### src/rtl/hit_monitor_settings.svh
`ifndef HIT_MONITOR_SETTINGS_SVH
`define HIT_MONITOR_SETTINGS_SVH

// number of monitored caches and the shape of each tag store.
`define HM_CHANNELS 4
`define HM_SETS 16
`define HM_INDEX_BITS 4
`define HM_TAG_BITS 8

// window of samples per channel; the group count must stay even.
`define HM_WINDOW_LEN 100
`define HM_GROUP_LEN 10
`define HM_COUNT_BITS 7
`define HM_GROUP_BITS 4

`endif

### src/rtl/hit_monitor_pkg.sv
`include "hit_monitor_settings.svh"

package hit_monitor_pkg;

	// access address is tag above index.
	typedef logic [`HM_TAG_BITS+`HM_INDEX_BITS-1:0] access_addr_t;
	typedef logic [`HM_INDEX_BITS-1:0] set_index_t;
	typedef logic [`HM_TAG_BITS-1:0] cache_tag_t;
	typedef logic [$clog2(`HM_CHANNELS)-1:0] channel_id_t;

	typedef logic [`HM_GROUP_BITS-1:0] group_sum_t;
	typedef logic [`HM_COUNT_BITS-2:0] half_sum_t;	// up to half the window.
	typedef logic [`HM_COUNT_BITS-1:0] hit_count_t;

	typedef enum logic {
		RD_IDLE,
		RD_ACK
	} reader_state_t;

endpackage

### src/rtl/access_tag_probe.sv
`timescale 1ns/1ns
`include "hit_monitor_settings.svh"

module access_tag_probe
	import hit_monitor_pkg::*;
(
	input logic iCLOCK,
	input logic inRESET,
	input logic access_valid,
	input channel_id_t access_channel,
	input access_addr_t access_addr,
	input logic flush,
	output logic [`HM_CHANNELS-1:0] sample_valid,
	output logic [`HM_CHANNELS-1:0] sample_hit
);

	set_index_t access_index;
	cache_tag_t access_tag;

	// one direct-mapped tag store per channel.
	logic [`HM_SETS-1:0] tag_valid [`HM_CHANNELS];
	cache_tag_t tag_store [`HM_CHANNELS][`HM_SETS];

	logic lookup_hit;
	logic fill;

	assign access_index = access_addr[`HM_INDEX_BITS-1:0];
	assign access_tag = access_addr[`HM_INDEX_BITS +: `HM_TAG_BITS];

	// a flush in the same cycle wins, so the access sees an empty store.
	assign lookup_hit = !flush
		&& tag_valid[access_channel][access_index]
		&& (tag_store[access_channel][access_index] == access_tag);

	// misses allocate; nothing is filled during a flush.
	assign fill = access_valid && !flush && !lookup_hit;

	always_ff @(posedge iCLOCK or negedge inRESET) begin
		if (!inRESET) begin
			for (int ch = 0; ch < `HM_CHANNELS; ch++) begin
				tag_valid[ch] <= '0;
			end
		end
		else if (flush) begin
			for (int ch = 0; ch < `HM_CHANNELS; ch++) begin
				tag_valid[ch] <= '0;
			end
		end
		else if (fill) begin
			tag_valid[access_channel][access_index] <= 1'b1;
		end
	end

	always_ff @(posedge iCLOCK) begin
		if (fill) begin
			tag_store[access_channel][access_index] <= access_tag;
		end
	end

	// one sample per access, steered to its channel.
	always_ff @(posedge iCLOCK or negedge inRESET) begin
		if (!inRESET) begin
			sample_valid <= '0;
			sample_hit <= '0;
		end
		else begin
			sample_valid <= '0;
			sample_hit <= '0;
			if (access_valid) begin
				sample_valid[access_channel] <= 1'b1;
				sample_hit[access_channel] <= lookup_hit;
			end
		end
	end

endmodule

### src/rtl/hit_window_counter.sv
`timescale 1ns/1ns
`include "hit_monitor_settings.svh"

module hit_window_counter
	import hit_monitor_pkg::*;
(
	input logic iCLOCK,
	input logic inRESET,
	input logic sample_valid,
	input logic sample_hit,
	output hit_count_t count
);

	localparam int GROUPS = `HM_WINDOW_LEN / `HM_GROUP_LEN;
	localparam int HALF_GROUPS = GROUPS / 2;

	logic [`HM_WINDOW_LEN-1:0] history;	// newest sample in bit 0.

	group_sum_t group_next [GROUPS];
	group_sum_t group_sum [GROUPS];
	half_sum_t half_next [2];
	half_sum_t half_sum [2];
	hit_count_t total;

	always_ff @(posedge iCLOCK or negedge inRESET) begin
		if (!inRESET) begin
			history <= '0;	// empty window reads as all misses.
		end
		else if (sample_valid) begin
			history <= {history[`HM_WINDOW_LEN-2:0], sample_hit};
		end
	end

	// stage 1 inputs, popcount of each group.
	always_comb begin
		for (int g = 0; g < GROUPS; g++) begin
			group_next[g] = '0;
			for (int b = 0; b < `HM_GROUP_LEN; b++) begin
				group_next[g] = group_next[g] + group_sum_t'(history[g*`HM_GROUP_LEN + b]);
			end
		end
	end

	// stage 2 inputs, lower and upper half of the groups.
	always_comb begin
		for (int h = 0; h < 2; h++) begin
			half_next[h] = '0;
			for (int g = 0; g < HALF_GROUPS; g++) begin
				half_next[h] = half_next[h] + half_sum_t'(group_sum[h*HALF_GROUPS + g]);
			end
		end
	end

	always_ff @(posedge iCLOCK or negedge inRESET) begin
		if (!inRESET) begin
			for (int g = 0; g < GROUPS; g++) begin
				group_sum[g] <= '0;
			end
			half_sum[0] <= '0;
			half_sum[1] <= '0;
			total <= '0;
		end
		else begin
			for (int g = 0; g < GROUPS; g++) begin
				group_sum[g] <= group_next[g];
			end
			half_sum[0] <= half_next[0];
			half_sum[1] <= half_next[1];
			total <= hit_count_t'(half_sum[0]) + hit_count_t'(half_sum[1]);
		end
	end

	assign count = total;

endmodule

### src/rtl/hit_count_reader.sv
`timescale 1ns/1ns
`include "hit_monitor_settings.svh"

module hit_count_reader
	import hit_monitor_pkg::*;
(
	input logic iCLOCK,
	input logic inRESET,
	input logic rd_req,
	input channel_id_t rd_sel,
	input hit_count_t counts [`HM_CHANNELS],
	output logic rd_ack,
	output hit_count_t rd_data
);

	reader_state_t state;
	reader_state_t state_next;
	logic capture;

	// new request seen while idle.
	assign capture = (state == RD_IDLE) && rd_req;

	always_comb begin
		state_next = state;
		case (state)
			RD_IDLE: begin
				if (rd_req) begin
					state_next = RD_ACK;
				end
			end
			RD_ACK: begin
				if (!rd_req) begin
					state_next = RD_IDLE;	// host dropped req, close the handshake.
				end
			end
			default: begin
				state_next = RD_IDLE;
			end
		endcase
	end

	always_ff @(posedge iCLOCK or negedge inRESET) begin
		if (!inRESET) begin
			state <= RD_IDLE;
		end
		else begin
			state <= state_next;
		end
	end

	// data is taken once per request and held through the ack phase.
	always_ff @(posedge iCLOCK or negedge inRESET) begin
		if (!inRESET) begin
			rd_data <= '0;
		end
		else if (capture) begin
			rd_data <= counts[rd_sel];
		end
	end

	assign rd_ack = (state == RD_ACK);

endmodule

### src/rtl/hit_monitor_top.sv
`timescale 1ns/1ns
`include "hit_monitor_settings.svh"

module hit_monitor_top
	import hit_monitor_pkg::*;
(
	input logic iCLOCK,
	input logic inRESET,
	input logic access_valid,
	input channel_id_t access_channel,
	input access_addr_t access_addr,
	input logic flush,
	input logic rd_req,
	input channel_id_t rd_sel,
	output logic rd_ack,
	output hit_count_t rd_data
);

	logic [`HM_CHANNELS-1:0] sample_valid;	// one-hot or zero.
	logic [`HM_CHANNELS-1:0] sample_hit;
	hit_count_t counts [`HM_CHANNELS];

	access_tag_probe i_access_tag_probe (
		.iCLOCK(iCLOCK),
		.inRESET(inRESET),
		.access_valid(access_valid),
		.access_channel(access_channel),
		.access_addr(access_addr),
		.flush(flush),
		.sample_valid(sample_valid),
		.sample_hit(sample_hit)
	);

	// one window counter per cache channel.
	generate
		for (genvar ch = 0; ch < `HM_CHANNELS; ch++) begin : g_counter
			hit_window_counter i_hit_window_counter (
				.iCLOCK(iCLOCK),
				.inRESET(inRESET),
				.sample_valid(sample_valid[ch]),
				.sample_hit(sample_hit[ch]),
				.count(counts[ch])
			);
		end
	endgenerate

	hit_count_reader i_hit_count_reader (
		.iCLOCK(iCLOCK),
		.inRESET(inRESET),
		.rd_req(rd_req),
		.rd_sel(rd_sel),
		.counts(counts),
		.rd_ack(rd_ack),
		.rd_data(rd_data)
	);

endmodule

### config.mk
export PLATFORM = sky130hd
export DESIGN_NAME = hit_monitor_top
export DESIGN_NICKNAME = d
export VERILOG_FILES = /design/src/rtl/hit_monitor_pkg.sv /design/src/rtl/access_tag_probe.sv /design/src/rtl/hit_window_counter.sv /design/src/rtl/hit_count_reader.sv /design/src/rtl/hit_monitor_top.sv
export VERILOG_INCLUDE_DIRS = /design/src /design/src/rtl
export SDC_FILE = /design/constraint.sdc
export NUM_CORES = 2
export LEC_CHECK = 0
export ABC_AREA = 1
export BUFFER_PORTS_ARGS = -buffer_cell sky130_fd_sc_hd__buf_2
export CAP_MARGIN = 10
export CORE_UTILIZATION = 64
export DETAILED_ROUTE_END_ITERATION = 6
export HOLD_SLACK_MARGIN = 0.12
export PLACE_DENSITY = 0.8
export SETUP_SLACK_MARGIN = 0.3
export SYNTH_ARGS = -nofsm -noshare
export SYNTH_HDL_FRONTEND = slang
export SYNTH_SLANG_ARGS = --single-unit
### constraint.sdc
create_clock -name iCLOCK -period 4.05 [get_ports iCLOCK]
set_input_delay 0.405 -clock iCLOCK [delete_from_list [all_inputs] [get_ports iCLOCK]]
set_output_delay 0.405 -clock iCLOCK [all_outputs]
set_load 0.005 [all_outputs]
==> results_dict.tcl <==
set metrics [dict create \
    max_cap_violations 0 \
    multiInputGateArea_um2 23170 \
    post_dp_cell_area_um2 62430 \
    cp_data_required_time_ps 4650 \
    skew_ps 31.14 \
    h-tree-depth 4 \
    critPathArrivalTime_ps 3970 \
    rsz0062_at_grt "false" \
    mostFrequentLayoutCells "nand2_1 (1,752), inv_1 (789), dfrtp_1 (712), edfxtp_1 (512), o21ai_0 (376)" \
    finalInstanceArea_um2 66680 \
    cp-start-kind "register" \
    antenna_found_initial 3 \
    synth_flop_cell "dfrtp_1" \
    r2r_start "g_counter[0].i_hit_window_counter.group_sum[36]" \
    finalCriticalPeriod_ps 3369 \
    nets 6568 \
    synth_cells 5873 \
    cp_cell_sequence "ha_1 > inv_1 > fa_1 > xor2_1 > fa_1 > inv_1 > fa_1 > inv_1 > fa_1 > o21ai_0 > xor2_1" \
    drive_gt1_share_pct 5.828 \
    critPathMaxFanout 2 \
    ys_ff_latch 1228 \
    worstSetupPathType "register to register" \
    final_max_slew_viol_count 0 \
    tightestPinTransition_ps 982.2 \
    io_buffers 28 \
    cp_common_cell "fa_1" \
    p_leak_nw 31.44 \
    hold_violations 0 \
    yosys_warnings 0 \
    core_um2 93470 \
    p_total_mw 48.16 \
    ir_drop_v 0.0005295 \
    netlist_area_um2 60490 \
    fin_util_pct 71.34 \
    die-area_um2 95750 \
    synth_enable_flop_cells 512 \
    vias_per_cell 5.463 \
    outcome "completed" \
    rr_endpoint "g_counter[0].i_hit_window_counter.half_sum[11]" \
    initial_core_util_pct 64.72 \
    drc 0 \
    drt_first_iter_violations 3657 \
    vias 39757 \
    rows 112 \
    max_freq_mhz 296.8 \
    hold_depth 4 \
    clkTransAtPathRegs_ps 60 \
    clock-sinks 1228 \
    synth-seq-area-share_pct 55.03 \
    drt_wl_total_mm 130.1 \
    fp.dieW_um 309.4 \
    cts_tree "done" \
    layout_commonest_cell "nand2_1" \
    post-route-period-util_pct 83.18 \
    post-cts-setup-buffers 0 \
    grt_max_degree 201 \
    hold_start "access_valid" \
    synth_cell_types 29 \
    tns_ps 0 \
    p_per_area_nw_per_um2 722.2 \
    cts_made_buffers 131 \
    worstHoldPathType "input port to register" \
    die_h_um 309.4 \
    final_antenna_net_count 0 \
    grtUsageTotal_pct 28.23 \
    drt-pass1-iter-count 6 \
    path_buf_inv 3 \
    slowest_stage "fa_1" \
    cp_top_family "adder cells" \
    regArea_um2 33310 \
    syn_area_per_cell_um2 10.30 \
    first_global_vias 40973 \
    gp_congestion 0.9682 \
    cts_buffer_depth 3 \
    cp_slowest_stage_delay_ps 540 \
    setup_viol 0 \
    io-pin-count 29 \
    async_flop_share_pct 58.31 \
    end_kind "register" \
    gr-total-overflow 0 \
    area_growth_pct 10.23 \
    n_fill_cell 6255 \
    regToRegSetupSlack_ps 680 \
    hold-path-endpoint "i_access_tag_probe.sample_valid[0]" \
    clk_latency_ps 740 \
    synth_fp_nets 6514 \
    slew_headroom_pct 34.28 \
    holdWs_ps 174.4 \
    clock-root-buffer "clkbuf_16" \
    rr_worst_depth 11 \
    grt_pass1_wl_mm 210.3 \
    place_hpwl_mm 84.50 \
    post_drt_wl_per_cell_um 17.88 \
]
[what timing repair did]
action	4_1_cts	5_1_grt
endpoints found under the hold margin	110	0
hold buffers	5	0
gates resized for setup	0	0
[area by class of cell]
class	count	share of cell area, %
well taps	1254	2.353
inverters	797	4.498
clock inverters	43	0.7355
flip-flops and latches	1228	49.95
diodes	1	0.003753
repair buffers	150	2.156
multi-input cells	3619	34.75
clock buffers	186	5.560
[worst max path at each step]
| stage | cells past startpoint | to | start |
|---|---|---|---|
| after floorplan | 9 | g_counter[1].i_hit_window_counter.group_sum[2] | g_counter[1].i_hit_window_counter.history[91] |
| after detailed placement | 17 | i_access_tag_probe.tag_store[2][63] | access_addr[0] |
| after CTS | 13 | g_counter[0].i_hit_window_counter.half_sum[11] | g_counter[0].i_hit_window_counter.group_sum[36] |
| after global placement | 18 | i_access_tag_probe.tag_store[2][63] | access_addr[0] |
| final | 11 | g_counter[0].i_hit_window_counter.half_sum[11] | g_counter[0].i_hit_window_counter.group_sum[36] |
| after global routing | 13 | g_counter[0].i_hit_window_counter.half_sum[11] | g_counter[0].i_hit_window_counter.group_sum[36] |
[layer usage]
metal	track usage, %	part of all wire [%]
met1	35.96	39
met4	13.27	4.7
met3	5.513	7.7
met5	0	0
met2	46.84	49
[Yosys cell counts (4+ instances only)]
cell type | number | share of area, %
nand2_1 | 1752 | 11
inv_1 | 789 | 4.9
dfrtp_1 | 716 | 30
edfxtp_1 | 512 | 25
o21ai_0 | 376 | 3.1
nor2_1 | 332 | 2.1
fa_1 | 316 | 10
ha_1 | 304 | 6.3
a21oi_1 | 193 | 1.6
clkbuf_1 | 128 | 0.79
nand3_1 | 118 | 0.98
xor2_1 | 57 | 0.83
o21bai_1 | 56 | 0.69
nand4_1 | 54 | 0.56
buf_2 | 50 | 0.41
xnor2_1 | 39 | 0.56
buf_1 | 23 | 0.14
buf_4 | 20 | 0.25
buf_6 | 8 | 0.15
a31oi_1 | 7 | 0.072
inv_2 | 5 | 0.031
a211oi_1 | 4 | 0.050
nor3_2 | 4 | 0.066
[power breakdown]
part,switching (mW),internal (mW)
Clock,4.87,6.90
Sequential,1.15,15.5
Combinational,11.7,8.08
[per-stage QoR]
step           cells  setup WS (ps)
3_5_place_dp    7043          116.0
6_report        7278          681.2
3_3_place_gp    7043          181.3
4_1_cts         7277          662.3
2_1_floorplan   5873          920.2
5_1_grt         7278          486.8
[cells by family (layout without fill, tap and decap cells)]
group                      Yosys count  count (layout)  synth area share, %
DFF                               1228            1228                55.03
buffers and inverters             1026            1176                6.693
other                                0               1                    0
adders and majority gates          620             620                16.75
and+or+nand+nor                   2263            2263                14.57
xor gates and xnor gates            96              96                1.390
AOI/OAI and AO/OA                  640             640                5.568
[registers in the layout, summed over array words and instances (netlist names)]
signal,cells
i_access_tag_probe.tag_store,512
g_counter.i_hit_window_counter.history,400
g_counter.i_hit_window_counter.group_sum,160
i_access_tag_probe.tag_valid,64
g_counter.i_hit_window_counter.half_sum,48
g_counter.i_hit_window_counter.count,28
i_hit_count_reader.rd_data,7
i_access_tag_probe.sample_hit,4
i_access_tag_probe.sample_valid,4
i_hit_count_reader.rd_ack,1
[worst reg2reg max path, delay by kind of cell, from the launching register on]
kind / cells / cell delay (ps)
adder cells (fa/ha/maj): 5 / 2030
flip-flops: 1 / 340
buffers and inverters: 3 / 180
XOR/XNOR: 2 / 480
AO/OA/AOI/OAI: 1 / 230
(Power assumes the default switching activity.)
